File: config.mk
export PLATFORM = sky130hd
export DESIGN_NAME = ahb_resp_mux_flat
export DESIGN_NICKNAME = d
export VERILOG_FILES = /design/src/rtl/ahb_pkg.sv /design/src/rtl/ahb_if.sv /design/src/rtl/ahb_resp_mux.sv /design/src/flat_wrapper.sv
export VERILOG_INCLUDE_DIRS = /design/src /design/src/rtl
export SDC_FILE = /design/constraint.sdc
export NUM_CORES = 1
export LEC_CHECK = 0
export BUFFER_PORTS_ARGS = -buffer_cell sky130_fd_sc_hd__buf_2
export CORE_MARGIN = 10
export CORE_UTILIZATION = 28
export CTS_CLUSTER_SIZE = 40
export DETAILED_ROUTE_END_ITERATION = 10
export GPL_ROUTABILITY_DRIVEN = 1
export PLACE_DENSITY = 0.9
export SYNTH_ARGS = -nofsm -noshare
export SYNTH_HDL_FRONTEND = slang
export SYNTH_SLANG_ARGS = --single-unit
File: constraint.sdc
create_clock -name i_clk_ahb -period 1.95 [get_ports i_clk_ahb]
set_clock_uncertainty 0.15 [all_clocks]
set_input_delay 0.39 -clock i_clk_ahb [delete_from_list [all_inputs] [get_ports i_clk_ahb]]
set_output_delay 0.39 -clock i_clk_ahb [all_outputs]
set_load 0.02 [all_outputs]
File: src/rtl/ahb_params.svh
/*
 * AHB subsystem parameters
 * Bus widths, slave count and per-slave memory depth
 */
`ifndef AHB_PARAMS_SVH
`define AHB_PARAMS_SVH

// **********************************************************************
// Bus widths
// **********************************************************************
`define AHB_ADDR_W       32           // HADDR width
`define AHB_DATA_W       32           // HWDATA / HRDATA width

// **********************************************************************
// Slave map
// **********************************************************************
`define AHB_NUM_SLV      4            // Slaves behind the decoder
`define AHB_SLV_SEL_LSB  8            // Select field starts at haddr[8]
`define AHB_SLV_WORDS    64           // Words per SRAM slave

`endif

File: src/rtl/ahb_pkg.sv
/*
 * AHB bus protocol types
 * Address and data words, transfer type and transfer size encodings
 */
`include "ahb_params.svh"

package ahb_pkg;

    // Bus words
    typedef logic [`AHB_ADDR_W-1:0] haddr_t;   // Full byte address
    typedef logic [`AHB_DATA_W-1:0] hdata_t;   // One bus word

    // HTRANS encoding, only IDLE and NONSEQ are ever driven
    typedef enum logic [1:0] {
        TRANS_IDLE   = 2'b00,                  // No transfer
        TRANS_NONSEQ = 2'b10                   // Single transfer
    } htrans_t;

    // HSIZE encoding
    typedef enum logic [2:0] {
        SIZE_BYTE = 3'b000,                    // 8 bits
        SIZE_HALF = 3'b001,                    // 16 bits
        SIZE_WORD = 3'b010                     // 32 bits, the only size used
    } hsize_t;

endpackage

File: src/rtl/ahb_if.sv
/*
 * Shared AHB-Lite bus between master, decoder, slaves and response mux
 */
`timescale 1ns/1ps
`include "ahb_params.svh"

interface ahb_if;
    import ahb_pkg::*;

    // Master-driven address and control
    haddr_t  haddr;                            // Transfer address
    htrans_t htrans;                           // IDLE or NONSEQ
    logic    hwrite;                           // 1 = write
    hsize_t  hsize;                            // Always word
    hdata_t  hwdata;                           // Write data, data phase

    // Decode and per-slave response
    logic [`AHB_NUM_SLV-1:0] hsel;             // One-hot slave select
    logic    hreadyout_s [`AHB_NUM_SLV];       // Per-slave ready
    hdata_t  hrdata_s    [`AHB_NUM_SLV];       // Per-slave read data

    // Merged response back to master and slaves
    logic    hready;
    hdata_t  hrdata;

    modport master  (output haddr, htrans, hwrite, hsize, hwdata,
                     input  hready, hrdata);
    modport decoder (input  haddr, htrans,
                     output hsel);
    modport slave   (input  haddr, htrans, hwrite, hsize, hwdata, hsel, hready,
                     output hreadyout_s, hrdata_s);
    modport mux     (input  hsel, htrans, hreadyout_s, hrdata_s,
                     output hready, hrdata);

endinterface

File: src/rtl/ahb_resp_mux.sv
/*
 * AHB response multiplexer
 * Tracks which slave owns the data phase and returns its ready and data
 */
`timescale 1ns/1ps
`include "ahb_params.svh"

module ahb_resp_mux (
    input  logic  i_clk_ahb,
    input  logic  i_rstn_ahb,
    ahb_if.mux    bus
);
    import ahb_pkg::*;

    localparam int SEL_W = $clog2(`AHB_NUM_SLV);

    logic             dp_act_q;                // Data phase active
    logic [SEL_W-1:0] owner_q;                 // Slave owning the data phase
    logic [SEL_W-1:0] sel_idx;                 // Encoded hsel

    // One-hot to index
    always_comb begin
        sel_idx = '0;
        for (int i = 0; i < `AHB_NUM_SLV; i++) begin
            if (bus.hsel[i]) begin
                sel_idx = SEL_W'(i);
            end
        end
    end

    // Owner moves only when an address phase is taken
    always_ff @(posedge i_clk_ahb or negedge i_rstn_ahb) begin
        if (!i_rstn_ahb) begin
            dp_act_q <= 1'b0;
            owner_q  <= '0;
        end else if (bus.hready) begin
            dp_act_q <= (bus.htrans == TRANS_NONSEQ);
            if (bus.htrans == TRANS_NONSEQ) begin
                owner_q <= sel_idx;
            end
        end
    end

    assign bus.hready = dp_act_q ? bus.hreadyout_s[owner_q] : 1'b1;  // Idle bus is ready
    assign bus.hrdata = bus.hrdata_s[owner_q];

    // Encoder above needs exactly one select per NONSEQ, none on IDLE
    a_hsel_onehot: assert property (
        @(posedge i_clk_ahb) disable iff (!i_rstn_ahb)
        (bus.htrans == TRANS_NONSEQ) ? $onehot(bus.hsel) : (bus.hsel == '0)
    ) else $error("hsel not one-hot: %b", bus.hsel);

endmodule

File: src/flat_wrapper.sv
// flat-port wrapper written by rule: the top's interface ports become plain ports
module ahb_resp_mux_flat import ahb_pkg::*;
  (i_clk_ahb, i_rstn_ahb, bus_hsel, bus_htrans, bus_hreadyout_s, bus_hrdata_s, bus_hready, bus_hrdata);
  ahb_if bus_i ();
  input  logic i_clk_ahb;
  input  logic i_rstn_ahb;
  input wire logic [$bits(bus_i.hsel)-1:0] bus_hsel;
  input wire logic [$bits(bus_i.htrans)-1:0] bus_htrans;
  input wire logic [$bits(bus_i.hreadyout_s)-1:0] bus_hreadyout_s;
  input wire logic [$bits(bus_i.hrdata_s)-1:0] bus_hrdata_s;
  output wire logic [$bits(bus_i.hready)-1:0] bus_hready;
  output wire logic [$bits(bus_i.hrdata)-1:0] bus_hrdata;
  assign bus_i.hsel = bus_hsel;
  assign bus_i.htrans = bus_htrans;
  assign bus_i.hreadyout_s = {>>{bus_hreadyout_s}};
  assign bus_i.hrdata_s = {>>{bus_hrdata_s}};
  assign bus_hready = bus_i.hready;
  assign bus_hrdata = bus_i.hrdata;
  ahb_resp_mux u_core (.i_clk_ahb(i_clk_ahb), .i_rstn_ahb(i_rstn_ahb), .bus(bus_i));
endmodule
==> flow_summary.json <==
{
  "fin_crit_ps": 2130,
  "slew_violations": 0,
  "power_mw": 2.20,
  "synthSimpleGateAreaFrac_pct": 6.55,
  "placed_cells": 274,
  "synth_fp_nets": 199,
  "gp_congestion": 0.871,
  "tightest_slew_ps": 223,
  "stdcell_count": 280,
  "synth_top_area_share_pct": 60.1,
  "avgViaCountPerCell": 5.22,
  "first_pass_iters": 4,
  "end_kind": "primary output",
  "cp.arrival_ps": 1590,
  "n_antenna_cell": 0,
  "violations": "setup timing",
  "cts_tree": "yes",
  "hold_violations": 0,
  "finalWorstSetupSlack_ps": -178,
  "grt_pass1_wl_um": 9000,
  "dp_hpwl_um": 5640,
  "num_rows": 21,
  "n_fill_cell": 311,
  "cp_top_family": "flip-flops",
  "fin_nets": 375,
  "coreArea_um2": 3420,
  "clockBufferDepth": 2,
  "yosysWarnings": 0,
  "die_area_um2": 6420,
  "first_iter_violations": 64,
  "worstSkewPairLatency_ps": 230,
  "crit_slowest_cell": "dfrtp_2",
  "synth_fa_ha_area_share_pct": 0,
  "grt-ovfl-total": 0,
  "seqCellArea_um2": 76.3,
  "power_density_nw_per_um2": 1080,
  "drc": 0,
  "port_buffers": 171,
  "rsz0062_at_grt": "true",
  "path_clk_slew_ps": 40,
  "yosysTopAreaCell": "mux4_2",
  "cp_cell_sequence": "buf_12 > mux2_4 > nor3b_4 > nor2_1 > buf_2",
  "wl_per_cell_um": 22.6,
  "cts_buffers": 3,
  "avgSynthCellArea_um2": 17.2,
  "setup_viol": 33,
  "clkSinkCount": 3,
  "yosys.cell_types.count": 22,
  "critical_path.max_stage_delay_ps": 450,
  "syn2layout_area_growth_pct": 102,
  "crit_buf_inv": 2,
  "synth.area.top_cells": "mux4_2 60%, mux4_1 13%, dfrtp_1 7.4%, buf_6 4.4%, nor3b_4 1.9%",
  "antenna_found_initial": 0,
  "fmax_mhz": 470,
  "required_ps": 1410,
  "num_io_pins": 173,
  "postRouteAntennaNets": 0,
  "start_kind": "flip-flop",
  "peakVddDrop_uv": 921,
  "synth_xor_area_share_pct": 0,
  "die_x_um": 80.1,
  "drive_gt1_share_pct": 91.9,
  "hold_class": "input port to async pin",
  "p_leak_nw": 1.07,
  "synth-compound-area-share_pct": 3.46,
  "synth_top_family_by_area": "multiplexers",
  "final_cell_mix": "161 x buf_2, 30 x mux4_2, 10 x buf_6",
  "pre_cts_ws_ps": 68.5,
  "syn-cell-area_um2": 1010,
  "track_usage_pct": 17.6,
  "syn_inst": 59,
  "ctsHtreeMaxLevel": 1,
  "ys_seq_area_share_pct": 7.42,
  "grt_start_max_net_pins": 39,
  "fin_setup_tns_ps": -3920,
  "synth_mux_area_share_pct": 75.5,
  "grt_pass1_vias": 1781,
  "cts_root_buf": "clkbuf_4",
  "max-slew-margin-rel_pct": 84.8,
  "fin_crit_sh_pct": 109,
  "multi_input_area_um2": 858,
  "ys_seq_elements": 3,
  "status": "finished, violations left",
  "drt_wl_total_um": 6320,
  "cap_violations": 0,
  "worstPathMaxFanout": 12,
  "path_class": "flip-flop to primary output",
  "vias": 1462,
  "final_common_cell": "buf_2",
  "die_h_um": 80.1,
  "start_util_pct": 29.6
}
## final cells by class
type | instances | share of cell area (%)
flip-flops and latches | 3 | 3.74
repair buffers | 179 | 49.9
multi-input cells | 47 | 42.1
well taps | 46 | 2.82
clock buffers | 4 | 1.29
inverters | 1 | 0.184
## kinds of logic after synthesis
group	Yosys count
multiplexers	34
AO/OA/AOI/OAI	4
flip-flops	3
AND/OR/NAND/NOR	9
buffers and inverters	9
## path summary, 6_finish.rpt
check,from,end,slack [ps],cells past startpoint
setup / recovery,u_core.owner_q[0],bus_hready,-180,5
hold / removal,i_rstn_ahb,u_core.owner_q[1],340,2
setup reg to reg,u_core.owner_q[0],u_core.owner_q[0],300,5
hold reg to reg,u_core.dp_act_q,u_core.owner_q[1],490,2
max in group asynchronous,i_rstn_ahb,u_core.owner_q[0],1200,2
min in group i_clk_ahb,bus_htrans[1],u_core.dp_act_q,350,3
## routing by layer
layer	track usage (%)	up-vias	wire, µm
met4	4.23	0	114
met2	35.1	125	3520
met1	16.5	686	1900
li1	-	635	-
met3	6.12	16	780
met5	0	-	0
## per-stage QoR
stage	cell area, µm²	utilization (%)	hold slack (ps)
2_1_floorplan	1010	-	-55.6
3_3_place_gp	1940	56.8	37.8
3_5_place_dp	1940	56.8	37.3
4_1_cts	2000	58.4	332
5_1_grt	2040	59.7	334
6_report	2040	59.7	337
## timing repair
item | in CTS | in global routing
pin swaps | 0 | 0
resized for setup | 8 | 16
setup endpoints to repair | 33 | 33
setup buffers | 0 | 1
hold endpoints to repair | 3 | 0
hold buffers | 1 | 0
## state kept, by name, indices dropped and copies added (netlist names)
name and cells:
u_core.owner_q 2, u_core.dp_act_q 1
## cell usage after synthesis (all sizes together)
cell / instances
dfrtp: 3
nor3b: 2
inv: 1
mux4: 32
and3: 1
a211o: 1
nand3: 1
a311oi: 1
mux2i: 1
nor2: 1
nand2b: 1
buf: 8
a211oi: 1
o32a: 1
nor2b: 1
nor3: 1
mux2: 1
nand3b: 1
## power breakdown
part | switching (mW) | total, mW | internal [mW] | leakage, nW
clock network | 0.0295 | 0.106 | 0.0765 | 0.0150
logic | 0.970 | 1.98 | 1.01 | 1.02
registers | 0.0309 | 0.118 | 0.0871 | 0.0329
Power figures use the tool's default switching activity.
