File: config.mk
export PLATFORM = sky130hd
export DESIGN_NAME = ahb_master_flat
export DESIGN_NICKNAME = d
export VERILOG_FILES = /design/src/rtl/ahb_pkg.sv /design/src/rtl/xact_pkg.sv /design/src/rtl/ahb_if.sv /design/src/rtl/ahb_master.sv /design/src/flat_wrapper.sv
export VERILOG_INCLUDE_DIRS = /design/src /design/src/rtl
export SDC_FILE = /design/constraint.sdc
export NUM_CORES = 1
export LEC_CHECK = 0
export BUFFER_PORTS_ARGS = -buffer_cell sky130_fd_sc_hd__buf_2
export CORE_MARGIN = 2
export CORE_UTILIZATION = 46
export CTS_CLUSTER_SIZE = 24
export DETAILED_ROUTE_END_ITERATION = 10
export PLACE_DENSITY = 0.8
export SYNTH_ARGS = -nofsm -noshare
export SYNTH_HDL_FRONTEND = slang
export SYNTH_SLANG_ARGS = --single-unit
File: constraint.sdc
create_clock -name i_clk_ahb -period 4.26 [get_ports i_clk_ahb]
set_input_delay 0.426 -clock i_clk_ahb [delete_from_list [all_inputs] [get_ports i_clk_ahb]]
set_output_delay 0.426 -clock i_clk_ahb [all_outputs]
set_load 0.02 [all_outputs]
File: src/rtl/ahb_params.svh
/*
 * AHB subsystem parameters
 * Bus widths, slave count and per-slave memory depth
 */
`ifndef AHB_PARAMS_SVH
`define AHB_PARAMS_SVH

// **********************************************************************
// Bus widths
// **********************************************************************
`define AHB_ADDR_W       32           // HADDR width
`define AHB_DATA_W       32           // HWDATA / HRDATA width

// **********************************************************************
// Slave map
// **********************************************************************
`define AHB_NUM_SLV      4            // Slaves behind the decoder
`define AHB_SLV_SEL_LSB  8            // Select field starts at haddr[8]
`define AHB_SLV_WORDS    64           // Words per SRAM slave

`endif

File: src/rtl/ahb_pkg.sv
/*
 * AHB bus protocol types
 * Address and data words, transfer type and transfer size encodings
 */
`include "ahb_params.svh"

package ahb_pkg;

    // Bus words
    typedef logic [`AHB_ADDR_W-1:0] haddr_t;   // Full byte address
    typedef logic [`AHB_DATA_W-1:0] hdata_t;   // One bus word

    // HTRANS encoding, only IDLE and NONSEQ are ever driven
    typedef enum logic [1:0] {
        TRANS_IDLE   = 2'b00,                  // No transfer
        TRANS_NONSEQ = 2'b10                   // Single transfer
    } htrans_t;

    // HSIZE encoding
    typedef enum logic [2:0] {
        SIZE_BYTE = 3'b000,                    // 8 bits
        SIZE_HALF = 3'b001,                    // 16 bits
        SIZE_WORD = 3'b010                     // 32 bits, the only size used
    } hsize_t;

endpackage

File: src/rtl/xact_pkg.sv
/*
 * User transaction types
 * Operation code and the master / slave state encodings
 */
`include "ahb_params.svh"

package xact_pkg;

    // User read-or-write flag
    typedef enum logic {
        OP_READ  = 1'b0,                       // Read request
        OP_WRITE = 1'b1                        // Write request
    } op_t;

    // Master data-phase tracking
    typedef enum logic {
        M_IDLE = 1'b0,                         // No data phase pending
        M_BUSY = 1'b1                          // Data phase in flight
    } mst_state_t;

    // Slave wait-state tracking
    typedef enum logic {
        S_IDLE = 1'b0,                         // Ready, hreadyout high
        S_WAIT = 1'b1                          // Inserting wait states
    } slv_state_t;

endpackage

File: src/rtl/ahb_if.sv
/*
 * Shared AHB-Lite bus between master, decoder, slaves and response mux
 */
`timescale 1ns/1ps
`include "ahb_params.svh"

interface ahb_if;
    import ahb_pkg::*;

    // Master-driven address and control
    haddr_t  haddr;                            // Transfer address
    htrans_t htrans;                           // IDLE or NONSEQ
    logic    hwrite;                           // 1 = write
    hsize_t  hsize;                            // Always word
    hdata_t  hwdata;                           // Write data, data phase

    // Decode and per-slave response
    logic [`AHB_NUM_SLV-1:0] hsel;             // One-hot slave select
    logic    hreadyout_s [`AHB_NUM_SLV];       // Per-slave ready
    hdata_t  hrdata_s    [`AHB_NUM_SLV];       // Per-slave read data

    // Merged response back to master and slaves
    logic    hready;
    hdata_t  hrdata;

    modport master  (output haddr, htrans, hwrite, hsize, hwdata,
                     input  hready, hrdata);
    modport decoder (input  haddr, htrans,
                     output hsel);
    modport slave   (input  haddr, htrans, hwrite, hsize, hwdata, hsel, hready,
                     output hreadyout_s, hrdata_s);
    modport mux     (input  hsel, htrans, hreadyout_s, hrdata_s,
                     output hready, hrdata);

endinterface

File: src/rtl/ahb_master.sv
/*
 * AHB-Lite master
 * Turns single user requests into pipelined address and data phases,
 * holds a stalled address phase and returns read data to the user port
 */
`timescale 1ns/1ps

module ahb_master (
    input  logic             i_clk_ahb,
    input  logic             i_rstn_ahb,
    input  logic             i_valid,          // Request strobe
    input  xact_pkg::op_t    i_rd0_wr1,        // Read or write
    input  ahb_pkg::haddr_t  i_addr,
    input  ahb_pkg::hdata_t  i_wr_data,
    output logic             o_ready,          // Request taken when high
    output logic             o_rd_valid,       // Read data strobe
    output ahb_pkg::hdata_t  o_rd_data,
    ahb_if.master            bus
);
    import ahb_pkg::*;
    import xact_pkg::*;

    mst_state_t state_q;                       // Data phase pending

    // Data phase of the transfer in flight
    op_t        dp_op_q;
    hdata_t     dp_wdata_q;

    // Address phase held across a stall
    logic       hold_vld_q;
    haddr_t     hold_addr_q;
    op_t        hold_op_q;
    hdata_t     hold_wdata_q;

    // Address phase currently on the bus
    logic       ap_req;
    haddr_t     ap_addr;
    op_t        ap_op;
    hdata_t     ap_wdata;
    logic       ap_taken;
    logic       dp_done;

    // **********************************************************************
    // Address phase source
    // **********************************************************************
    assign ap_req   = hold_vld_q | i_valid;                    // Held wins
    assign ap_addr  = hold_vld_q ? hold_addr_q  : i_addr;
    assign ap_op    = hold_vld_q ? hold_op_q    : i_rd0_wr1;
    assign ap_wdata = hold_vld_q ? hold_wdata_q : i_wr_data;
    assign ap_taken = ap_req & bus.hready;                     // Sampled by slave
    assign dp_done  = (state_q == M_BUSY) & bus.hready;        // Data phase ends

    assign bus.htrans = ap_req ? TRANS_NONSEQ : TRANS_IDLE;
    assign bus.haddr  = ap_addr;
    assign bus.hwrite = (ap_op == OP_WRITE);
    assign bus.hsize  = SIZE_WORD;
    assign bus.hwdata = dp_wdata_q;                            // One cycle behind addr

    // User side follows the bus
    assign o_ready    = bus.hready;
    assign o_rd_valid = dp_done & (dp_op_q == OP_READ);
    assign o_rd_data  = bus.hrdata;

    // **********************************************************************
    // Data phase FSM
    // **********************************************************************
    always_ff @(posedge i_clk_ahb or negedge i_rstn_ahb) begin
        if (!i_rstn_ahb) begin
            state_q <= M_IDLE;
        end else if (ap_taken) begin
            state_q <= M_BUSY;                 // New data phase next cycle
        end else if (bus.hready) begin
            state_q <= M_IDLE;                 // Drained, nothing behind it
        end
    end

    always_ff @(posedge i_clk_ahb) begin
        if (ap_taken) begin
            dp_op_q    <= ap_op;
            dp_wdata_q <= ap_wdata;
        end
    end

    // Stall holding of the pending address phase
    always_ff @(posedge i_clk_ahb or negedge i_rstn_ahb) begin
        if (!i_rstn_ahb) begin
            hold_vld_q <= 1'b0;
        end else if (bus.hready) begin
            hold_vld_q <= 1'b0;                // Taken this edge
        end else if (ap_req) begin
            hold_vld_q <= 1'b1;
        end
    end

    always_ff @(posedge i_clk_ahb) begin
        if (!bus.hready && !hold_vld_q) begin
            hold_addr_q  <= i_addr;            // First stall cycle only
            hold_op_q    <= i_rd0_wr1;
            hold_wdata_q <= i_wr_data;
        end
    end

    // **********************************************************************
    // Checks
    // **********************************************************************
    a_stall_stable: assert property (
        @(posedge i_clk_ahb) disable iff (!i_rstn_ahb)
        (bus.htrans == TRANS_NONSEQ && !bus.hready) |=>
            (bus.htrans == TRANS_NONSEQ && $stable(bus.haddr) && $stable(bus.hwrite))
    ) else $error("address phase changed during stall");

endmodule

File: src/flat_wrapper.sv
// flat-port wrapper written by rule: the top's interface ports become plain ports
module ahb_master_flat import ahb_pkg::*; import xact_pkg::*;
  (i_clk_ahb, i_rstn_ahb, i_valid, i_rd0_wr1, i_addr, i_wr_data, o_ready, o_rd_valid, o_rd_data, bus_haddr, bus_htrans, bus_hwrite, bus_hsize, bus_hwdata, bus_hready, bus_hrdata);
  ahb_if bus_i ();
  input  logic i_clk_ahb;
  input  logic i_rstn_ahb;
  input  logic i_valid;
  input  xact_pkg::op_t i_rd0_wr1;
  input  ahb_pkg::haddr_t i_addr;
  input  ahb_pkg::hdata_t i_wr_data;
  output logic o_ready;
  output logic o_rd_valid;
  output ahb_pkg::hdata_t o_rd_data;
  output wire logic [$bits(bus_i.haddr)-1:0] bus_haddr;
  output wire logic [$bits(bus_i.htrans)-1:0] bus_htrans;
  output wire logic [$bits(bus_i.hwrite)-1:0] bus_hwrite;
  output wire logic [$bits(bus_i.hsize)-1:0] bus_hsize;
  output wire logic [$bits(bus_i.hwdata)-1:0] bus_hwdata;
  input wire logic [$bits(bus_i.hready)-1:0] bus_hready;
  input wire logic [$bits(bus_i.hrdata)-1:0] bus_hrdata;
  assign bus_haddr = bus_i.haddr;
  assign bus_htrans = bus_i.htrans;
  assign bus_hwrite = bus_i.hwrite;
  assign bus_hsize = bus_i.hsize;
  assign bus_hwdata = bus_i.hwdata;
  assign bus_i.hready = bus_hready;
  assign bus_i.hrdata = bus_hrdata;
  ahb_master u_core (.i_clk_ahb(i_clk_ahb), .i_rstn_ahb(i_rstn_ahb), .i_valid(i_valid), .i_rd0_wr1(i_rd0_wr1), .i_addr(i_addr), .i_wr_data(i_wr_data), .o_ready(o_ready), .o_rd_valid(o_rd_valid), .o_rd_data(o_rd_data), .bus(bus_i));
endmodule
==> summary.txt, run 1 <==
Global-route wire length before repair - 11070 um
MaxCap Viol Count - 0
Post-CTS Hold Buffers - 1
Critical path class - reg -> out
Clock Path Buffers - 2
Final core utilization - 56.31%
Fin. max-slew vios - 0
Simple-gate portion of the synthesized area - 0.6819%
Min Clock Period, post-route - 2.691 ns
Chip height - 99.79 um
Flip-flop and latch count after synthesis - 100
DR iter-0 viols - 97
Worst vdd ir - 0.2094 mV
Mux cell area share after synthesis - 19.92%
Cts bufs inserted - 9
Arrival @ worst endpoint - 2.26 ns
Clk root buf - clkbuf_8
DIE AREA - 0.009957 mm2
Synth Area in Compound Gates - 0.1186%
Mapped Avg Cell Area - 19.10 um2
DRT Wirelength - 7379 um
GRT Total Usage - 14.47%
Largest net degree at the start of global routing - 48
DP Area - 0.004743 mm2
Synthesis-to-layout area growth - 17.49%
Worst-Margin Slew - 0.9586 ns
Setup TNS Final - 0 ns
Synth Area in Adders - 0%
Initial Utilization - 47.93%
Pre-antenna DRT Iters - 4
Sink Count - 100
H-tree Lvls - 3
DRT antenna net count - 0
Worst-Skew Late Latency - 0.35 ns
DRC - 0
I/O Pins - 205
Unique masters post-synth - 13
Crit. End Element - output port
Most area-hungry cell type in the Yosys netlist - edfxtp_1
Cells after Synth - 221
Port Buffers - 136
Per-cell routed wire length - 16.69 um
Worst rel slew slack - 35.96%
Share of cells above drive strength 1 - 66.77%
Hold Path Class - in -> reg
Fin. Hold Viols - 0
Row Count - 34
# nets final - 430
Clock Pin Slew Worst Setup and Hold Paths - 0.10 ns
Fin Hold WS - 0.2523 ns
Die W - 99.79 um
Post-Syn Area - 0.004220 mm2
Post_cts resized - 0
Most common library cell in the layout ignoring fill and taps - buf_2
Post-route cell area - 0.004959 mm2
Gpl congestion - 0.7148
Largest family of logic cells by synthesized area - multiplexers
Post-CTS Setup Bufs - 0
FMAX - 371.6 MHz
Grt ovf - 0
Setup Skew - 0.01209 ns
CTS tree - done
Final setup viols - 0
CP max FO - 47
Post-detailed-placement half-perimeter wirelength - 5161 um
Crit path required time - 3.83 ns
Worst setup SP type - register
Antenna cells - 0
Post-Synth XOR/XNOR Area - 0%
P per Cell Area - 417.0 mW/mm2
Leakage - 2.016 nW
Status - finished, final reports clean
Via count - 2182
CORE AREA - 0.008806 mm2
RSZ-0062 raised after global routing - no
Most frequent cells in the layout - 136 x buf_2, 98 x edfxtp_1, 36 x mux2_2
Crit share post-route - 63.17%
Area share of the largest cell type after synthesis - 69.73%
Initial antenna violation count - 0
Vias/cell - 4.937
Sequential fraction of the synthesis area - 70.92%
Yosys Warn Count - 0
Area contributors post-synth - edfxtp_1 70%, mux2_4 10%, mux2_2 9.6%, buf_4 6.9%, dfrtp_1 1.2%
Vias in the first global route - 2224
==> synthesized netlist by cell type <==
master and count:
a21oi_1 1, buf_2 3, buf_4 39, buf_6 3, conb_1 2, dfrtp_1 2
edfxtp_1 98, inv_1 1, mux2_2 36, mux2_4 29, nand2_1 1, nor2_1 5
nor2b_1 1
==> stage by stage <==
step	setup WS, ns	total power [mW]	std cells
floorplan	0.3286	1.422	223
global placement	1.969	1.467	425
detailed placement	1.931	1.476	425
CTS	1.523	2.090	442
global route	1.443	2.144	442
finish	1.569	2.068	442
==> kinds of logic after synthesis <==
group / count (synthesis)
and+or+nand+nor: 7
buffers and inverters: 46
AOI/OAI and AO/OA: 1
DFF: 100
muxes: 65
other: 2
==> routing by layer <==
metal / up-vias / global-route usage [%] / wire, um
li1: 1004 / - / -
met1: 1051 / 17.27 / 3021
met4: 0 / 6.112 / 102
met3: 15 / 5.084 / 649
met5: - / 0 / 0
met2: 112 / 23.96 / 3605
==> cell type report <==
cell class	instances	area [um2]
Clock inverter	7	81.33
Inverter	1	3.754
Timing Repair Buffer	140	713.2
Multi-Input combinational cell	77	904.6
Clock buffer	9	123.9
Sequential cell	100	2997
Tap cell	108	135.1
Fill cell	702	3847
==> power by group <==
group	switching [mW]	internal (mW)	leakage, nW	total, mW
registers	0.0203	1.15	0.955	1.17
clock network	0.336	0.281	0.106	0.617
logic	0.154	0.124	0.955	0.278
total	0.510	1.56	2.02	2.07
==> path summary, 6_finish.rpt <==
| kind | to | cells past startpoint | from | slack (ns) |
|---|---|---|---|---|
| setup / recovery | bus_hwrite | 3 | u_core.hold_vld_q | 1.57 |
| hold / removal | u_core.hold_wdata_q[18] | 1 | i_wr_data[18] | 0.25 |
| setup reg to reg | u_core.hold_wdata_q[20] | 2 | u_core.hold_vld_q | 2.13 |
| hold reg to reg | u_core.state_q | 2 | u_core.state_q | 0.56 |
| max in group asynchronous | u_core.hold_vld_q | 2 | i_rstn_ahb | 3.77 |
| min in group asynchronous | u_core.state_q | 2 | i_rstn_ahb | 0.38 |
==> sequential cells by signal (all words and copies together), names as in the netlist <==
signal	cells
u_core.bus.hwdata	32
u_core.hold_wdata_q	32
u_core.hold_op_q	1
u_core.hold_addr_q	32
u_core.dp_op_q	1
u_core.state_q	1
u_core.hold_vld_q	1
==> worst max-delay path, cell delays in order, from the launching register on <==
cell	delay, ns
dfrtp_4	0.64
buf_4	0.66
mux2_2	0.42
buf_2	0.16
Power figures use the tool's default switching activity.
==> inputs of run 2 (changes only) <==
ABC_AREA = 1   (was not set)
CORE_UTILIZATION = 41   (was 46)
PLACE_DENSITY = 0.75   (was 0.8)
clock period = 2.35 ns   (was 4.26 ns; I/O delays follow)
==> run 2 against run 1 <==
Against the previous run: final area increased by 0.48%; sequential power increased by 82%; combinational power increased by 77%; first-iteration DRC count increased by 28%; wire length increased by 9.0%; register-to-register slack got worse by 1.6 ns; critical path type unchanged; largest cell class unchanged.
==> summary.txt, run 2 <==
# nets final - 566 (was 430)
Arrival @ worst endpoint - 1.82 ns (was 2.26 ns)
# fillers - 911 (was 702)
H-tree Lvls - 3 (unchanged)
Crit. End Element - output port (unchanged)
Row Count - 36 (was 34)
Worst-Margin Slew - 0.5341 ns (was 0.9586 ns)
Ys async rst share - 2.000% (unchanged)
Post-Synth XOR/XNOR Area - 0% (unchanged)
Fin. max-slew vios - 0 (unchanged)
Share of cells above drive strength 1 - 34.26% (was 66.77%)
Chip height - 105.0 um (was 99.79 um)
DRT antenna net count - 0 (unchanged)
Main synth FF type - edfxtp_1 (unchanged)
CP max FO - 42 (was 47)
Per-cell routed wire length - 13.34 um (was 16.69 um)
Yosys Warn Count - 0 (unchanged)
Most common library cell in the layout ignoring fill and taps - nand2_1 (was buf_2)
DIE AREA - 0.01103 mm2 (was 0.009957 mm2)
Area share of the largest cell type after synthesis - 70.31% (was 69.73%)
DR iter-0 viols - 124 (was 97)
Port Buffers - 136 (unchanged)
Hold Path Class - in -> reg (unchanged)
Largest net degree at the start of global routing - 43 (was 48)
Total Power - 4.033 mW (was 2.068 mW)
GRT Total Usage - 14.57% (was 14.47%)
Synth Area in Compound Gates - 0.1196% (was 0.1186%)
Status - finished, final reports clean (unchanged)
CTS tree - done (unchanged)
Die W - 105.0 um (was 99.79 um)
Worst setup SP type - register (unchanged)
Clk root buf - clkbuf_8 (unchanged)
FMAX - 486.2 MHz
Crit share post-route - 87.52%
Via count - 2681 (was 2182)
Cts bufs inserted - 9 (unchanged)
RSZ-0062 raised after global routing - no (unchanged)
Worst Setup SP - u_core.hold_vld_q (unchanged)
I/O Pins - 205 (unchanged)
Area contributors post-synth - edfxtp_1 70%, nand2_1 18%, buf_4 7.0%, buf_6 1.9%, dfrtp_1 1.2% (was edfxtp_1 70%, mux2_4 10%, mux2_2 9.6%, buf_4 6.9%, dfrtp_1 1.2%)
Pre-antenna DRT Iters - 5 (was 4)
Post-detailed-placement half-perimeter wirelength - 5723 um (was 5161 um)
Synth Area in Adders - 0% (unchanged)
Worst rel slew slack - 64.39% (was 35.96%)
Critical path class - reg -> out (unchanged)
Post-Syn Area - 0.004185 mm2 (was 0.004220 mm2)
Vias/cell - 4.446 (was 4.937)
Largest family of logic cells by synthesized area - simple AND/OR/NAND/NOR gates (was multiplexers)
Most frequent cells in the layout - 198 x nand2_1, 136 x buf_2, 98 x edfxtp_1 (was 136 x buf_2, 98 x edfxtp_1, 36 x mux2_2)
Setup TNS Final - 0 ns (unchanged)
Number of enable flip-flop cells after synthesis - 98 (unchanged)
Gpl congestion - 0.7893 (was 0.7148)
P per Cell Area - 809.4 mW/mm2 (was 417.0 mW/mm2)
Initial Utilization - 42.62% (was 47.93%)
DRC - 0 (unchanged)
Simple-gate portion of the synthesized area - 18.12% (was 0.6819%)
Setup Skew - 0.01185 ns (was 0.01209 ns)
DRT Wirelength - 8042 um (was 7379 um)
Grt ovf - 0 (unchanged)
Sequential fraction of the synthesis area - 71.51% (was 70.92%)
Cells after Synth - 362 (was 221)
Most frequent cell after synthesis - nand2_1 (was edfxtp_1)
Synthesis-to-layout area growth - 19.04% (was 17.49%)
MaxCap Viol Count - 0 (unchanged)
Leakage - 2.295 nW (was 2.016 nW)
Post-CTS Setup Bufs - 0 (unchanged)
Mapped Avg Cell Area - 11.56 um2 (was 19.10 um2)
Vias in the first global route - 2573 (was 2224)
Global-route wire length before repair - 12430 um (was 11070 um)
Most area-hungry cell type in the Yosys netlist - edfxtp_1 (unchanged)
Crit Reg-Reg Startpoint - u_core.hold_vld_q (unchanged)
Sink Count - 100 (unchanged)
Mux cell area share after synthesis - 0% (was 19.92%)
Fin. Hold Viols - 0 (unchanged)
Antenna cells - 0 (unchanged)
Min Clock Period, post-route - 2.057 ns
Crit path required time - 2.12 ns (was 3.83 ns)
Worst vdd ir - 0.4591 mV (was 0.2094 mV)
Unique masters post-synth - 11 (was 13)
Worst-Skew Late Latency - 0.36 ns (was 0.35 ns)
Top post-synthesis cells by count - 198 x nand2_1, 98 x edfxtp_1, 39 x buf_4 (was 98 x edfxtp_1, 39 x buf_4, 36 x mux2_2)
Clock Pin Slew Worst Setup and Hold Paths - 0.10 ns (about the same)
Clock Path Buffers - 2 (unchanged)
Min-delay src - i_wr_data[2] (was i_wr_data[18])
Final setup viols - 0 (unchanged)
CORE AREA - 0.009819 mm2 (was 0.008806 mm2)
Initial antenna violation count - 0 (unchanged)
Flip-flop and latch count after synthesis - 100 (unchanged)
-- run 2: kinds of logic after synthesis --
kind of cell | count (synthesis)
AND/OR/NAND/NOR | 202
AO/OA/AOI/OAI | 1
flip-flops | 100
other | 2
buffers and inverters | 57
-- run 2: worst paths after layout --
check / endpoint / slack [ns] / cells after the start
worst min register to register: u_core.bus.hwdata[15] / 0.51 / 2
worst max register to register: u_core.bus.hwdata[25] / 0.55 / 3
worst max-delay path: bus_haddr[24] / 0.29 / 5
max in group asynchronous: u_core.hold_vld_q / 2.00 / 2
min in group asynchronous: u_core.state_q / 0.21 / 2
worst min-delay path: u_core.hold_wdata_q[2] / 0.06 / 1
-- run 2: cell type report --
class | instances | area, um2 | share of cell area, %
clock buffer | 9 | 123.9 | 2.486
clock inverter | 7 | 145.1 | 2.913
inverter | 4 | 15.01 | 0.3014
multi-input combinational | 207 | 785.8 | 15.77
sequential | 100 | 2994 | 60.10
tap | 133 | 166.4 | 3.340
timing repair buffer | 143 | 752.0 | 15.09
-- run 2: metrics by stage --
step | utilization [%] | area [um2] | std cells | setup WS [ns] | hold slack [ns]
detailed placement | 47.86 | 4700 | 586 | 0.5416 | 0.04497
global placement | 47.86 | 4700 | 586 | 0.6063 | 0.04076
finish | 50.74 | 4982 | 603 | 0.2932 | 0.06229
floorplan | - | 4200 | 364 | 0.2941 | -0.06059
global route | 50.74 | 4982 | 603 | 0.1307 | 0.03066
CTS | 50.70 | 4979 | 603 | 0.1221 | 0.04129
-- run 2: routing by layer --
layer / track usage, % / routed length [um] / up-vias
li1: - / - / 1337
met4: 7.238 / 202 / 0
met1: 17.23 / 3298 / 1198
met5: 0 / 0 / -
met3: 3.681 / 564 / 27
met2: 24.63 / 3976 / 119
-- run 2: critical path, stage by stage, from the launching register on --
cell and delay, ns:
dfrtp_2 0.62, inv_2 0.12, buf_4 0.36, nand2_1 0.10, nand2_1 0.08, buf_2 0.15
-- run 2: where the power goes --
part | switching (mW) | internal, mW | total, mW | leakage (nW)
sequential | 0.0363 | 2.09 | 2.13 | 0.959
combinational | 0.331 | 0.162 | 0.492 | 1.20
clock | 0.590 | 0.824 | 1.41 | 0.136
-- run 2: repair_timing --
item,in CTS,in global routing
gates resized for setup,0,1
endpoints found under the hold margin,2,0
hold buffers,1,0
endpoints found under the setup margin,0,2
==> inputs of run 3 (changes only) <==
--- a/constraint.sdc
+++ b/constraint.sdc
@@ -3,2 +3,2 @@
 set_output_delay 0.235 -clock i_clk_ahb [all_outputs]
-set_load 0.02 [all_outputs]
+set_load 0.005 [all_outputs]
==> run 3 against run 2 <==
Against the previous run: register-to-register slack gained 0.17 ns; fmax up 9.4%; worst hold slack got worse by 0.0038 ns; cell count is the same; clock-buffer cell count stayed put; critical path depth decreased by 1; clock skew is 0.0022 ns higher; final area shrank 2.1%; sequential share of layout area rose by 1.3 points.
==> summary.txt, run 3 (same netlist as run 2, synthesis figures left out) <==
H-tree Lvls - 3 (unchanged)
Worst-Margin Slew - 0.6622 ns (was 0.5341 ns)
Arrival @ worst endpoint - 1.64 ns (was 1.82 ns)
Worst path cell trace - inv_2 -> nand2_1 -> nand2_1 -> buf_2 (was inv_2 -> buf_4 -> nand2_1 -> nand2_1 -> buf_2)
Leakage - 2.242 nW (was 2.295 nW)
Hold Path Class - in -> reg (unchanged)
Crit path required time - 2.12 ns (about the same)
DIE AREA - 0.01103 mm2 (unchanged)
CP top delay family - buffers and inverters (unchanged)
Share of power burned in registers - 60.3% (was 52.7%)
Cts bufs inserted - 9 (unchanged)
Post-route cell area - 0.004880 mm2 (was 0.004982 mm2)
Post_cts resized - 0 (unchanged)
I/O Pins - 205 (unchanged)
Worst Path Buf+Inv - 2 (was 3)
Initial Utilization - 42.62% (unchanged)
Fin. max-slew vios - 0 (unchanged)
Worst setup SP type - register (unchanged)
Largest net degree at the start of global routing - 42 (was 43)
Critical path class - reg -> out (unchanged)
Crit Reg-Reg Startpoint - u_core.hold_vld_q (unchanged)
Global-route wire length before repair - 12010 um (was 12430 um)
Per-cell routed wire length - 13.18 um (was 13.34 um)
Synthesis-to-layout area growth - 16.59% (was 19.04%)
Crit share post-route - 79.98% (was 87.52%)
Comb power frac - 10.9% (was 12.2%)
Reg2reg end - u_core.bus.hwdata[17] (was u_core.bus.hwdata[25])
Worst vdd ir - 0.2693 mV (was 0.4591 mV)
Worst-Skew Late Latency - 0.36 ns (about the same)
Grt ovf - 0 (unchanged)
Slowest CP cell - inv_2 (was dfrtp_2)
Sequential cell area - 0.002994 mm2 (unchanged)
CTS tree - done (unchanged)
Min Clock Period, post-route - 1.880 ns (was 2.057 ns)
CORE AREA - 0.009819 mm2 (unchanged)
Post-CTS Hold Buffers - 1 (unchanged)
DRT antenna net count - 0 (unchanged)
Vias in the first global route - 2499 (was 2573)
R2R Setup Slk - 0.72 ns (was 0.55 ns)
DRC - 0 (unchanged)
Post-CTS Setup Bufs - 0 (unchanged)
Final setup viols - 0 (unchanged)
# nets final - 566 (unchanged)
Crit. End Element - output port (unchanged)
CP max FO - 41 (was 42)
Crit-path most repeated cell - nand2_1 (unchanged)
Die W - 105.0 um (unchanged)
DP Area - 0.004687 mm2 (was 0.004700 mm2)
Clk root buf - clkbuf_8 (unchanged)
DR iter-0 viols - 99 (was 124)
Chip height - 105.0 um (unchanged)
MaxCap Viol Count - 0 (unchanged)
Int Pwr - 2.647 mW (was 3.076 mW)
P per Cell Area - 720.3 mW/mm2 (was 809.4 mW/mm2)
Fin. Hold Viols - 0 (unchanged)
Psw - 0.8677 mW (was 0.9569 mW)
Vias/cell - 4.420 (was 4.446)
Multi-input gate area - 785.8 um2 (unchanged)
# fillers - 917 (was 911)
Gpl congestion - 0.7566 (was 0.7893)
Setup TNS Final - 0 ns (unchanged)
Share of cells above drive strength 1 - 34.04% (was 34.26%)
Reg2reg path depth - 4 (was 3)
Clock Pin Slew Worst Setup and Hold Paths - 0.10 ns (about the same)
Status - finished, final reports clean (unchanged)
Antenna cells - 0 (unchanged)
Worst rel slew slack - 55.79% (was 64.39%)
Setup Skew - 0.01410 ns (was 0.01185 ns)
RSZ-0062 raised after global routing - no (unchanged)
Sink Count - 100 (unchanged)
Clock Path Buffers - 2 (unchanged)
Port Buffers - 136 (unchanged)
Sw frac - 24.68% (was 23.73%)
Critical Path Max Stage Delay - 0.50 ns (was 0.62 ns)
Via count - 2665 (was 2681)
Initial antenna violation count - 0 (unchanged)
Min-delay src - i_wr_data[23] (was i_wr_data[2])
DRT Wirelength - 7947 um (was 8042 um)
FMAX - 532.0 MHz (was 486.2 MHz)
Post-detailed-placement half-perimeter wirelength - 5507 um (was 5723 um)
Row Count - 36 (unchanged)
Most common library cell in the layout ignoring fill and taps - nand2_1 (unchanged)
Pre-antenna DRT Iters - 4 (was 5)
Hold Path Depth - 1 (unchanged)
Most frequent cells in the layout - 198 x nand2_1, 136 x buf_2, 98 x edfxtp_1 (unchanged)
GRT Total Usage - 14.06% (was 14.57%)
Clock Power Share - 28.9% (was 35.1%)
Hold EP - u_core.hold_wdata_q[23] (was u_core.hold_wdata_q[2])
==> run 3: cell count changes in the layout (fill, tap and decap cells not counted), sizes merged <==
cell / delta
clkinv: +1
inv: +1
clkinvlp: +2
bufinv: -4
==> run 3: how the worst max path moves through the flow <==
stage	startpoint	to	slack, ns	cells past startpoint
global route	u_core.hold_vld_q	bus_haddr[29]	0.32	4
floorplan	u_core.hold_vld_q	u_core.hold_addr_q[0]	0.29	3
detailed placement	u_core.hold_vld_q	u_core.bus.hwdata[0]	0.70	4
finish	u_core.hold_vld_q	bus_haddr[6]	0.47	4
CTS	u_core.hold_vld_q	bus_haddr[6]	0.42	4
global placement	u_core.hold_vld_q	u_core.bus.hwdata[16]	0.74	4
==> run 3: layer usage <==
layer | up-vias | track usage (%) | share of wire (%) | wire length [um]
met5 | - | 0 | 0 | 0
met4 | 0 | 7.714 | 2.9 | 227
met3 | 27 | 5.053 | 8.4 | 667
met2 | 115 | 22.82 | 47 | 3755
met1 | 1181 | 16.18 | 41 | 3297
li1 | 1342 | - | - | -
==> run 3: power by group through the flow <==
stage | registers, mW | logic, mW | clock network, mW
after global routing | 2.13 | 0.431 | 1.11
after floorplan | 2.16 | 0.245 | 0
final | 2.12 | 0.381 | 1.02
after detailed placement | 2.16 | 0.386 | 0
after CTS | 2.12 | 0.389 | 1.05
after global placement | 2.16 | 0.376 | 0
==> run 3: per-stage QoR <==
stage          power, mW  hold WS (ns)  setup WS, ns  util [%]  std cells
2_1_floorplan      2.405      -0.06059        0.2941         -        364
3_3_place_gp       2.532       0.02311        0.7417     47.73        586
3_5_place_dp       2.545       0.02852        0.6984     47.73        586
4_1_cts            3.555       0.03679        0.4186     49.69        603
5_1_grt            3.670       0.02875        0.3178     49.69        603
6_report           3.515       0.05853        0.4704     49.69        603
==> run 3: cell type report <==
class,count,share of cell area (%)
Clock buffer,9,2.538
Clock inverter,7,1.205
Inverter,4,0.3077
Multi-Input combinational cell,207,16.10
Sequential cell,100,61.36
Tap cell,133,3.410
Timing Repair Buffer,143,15.08
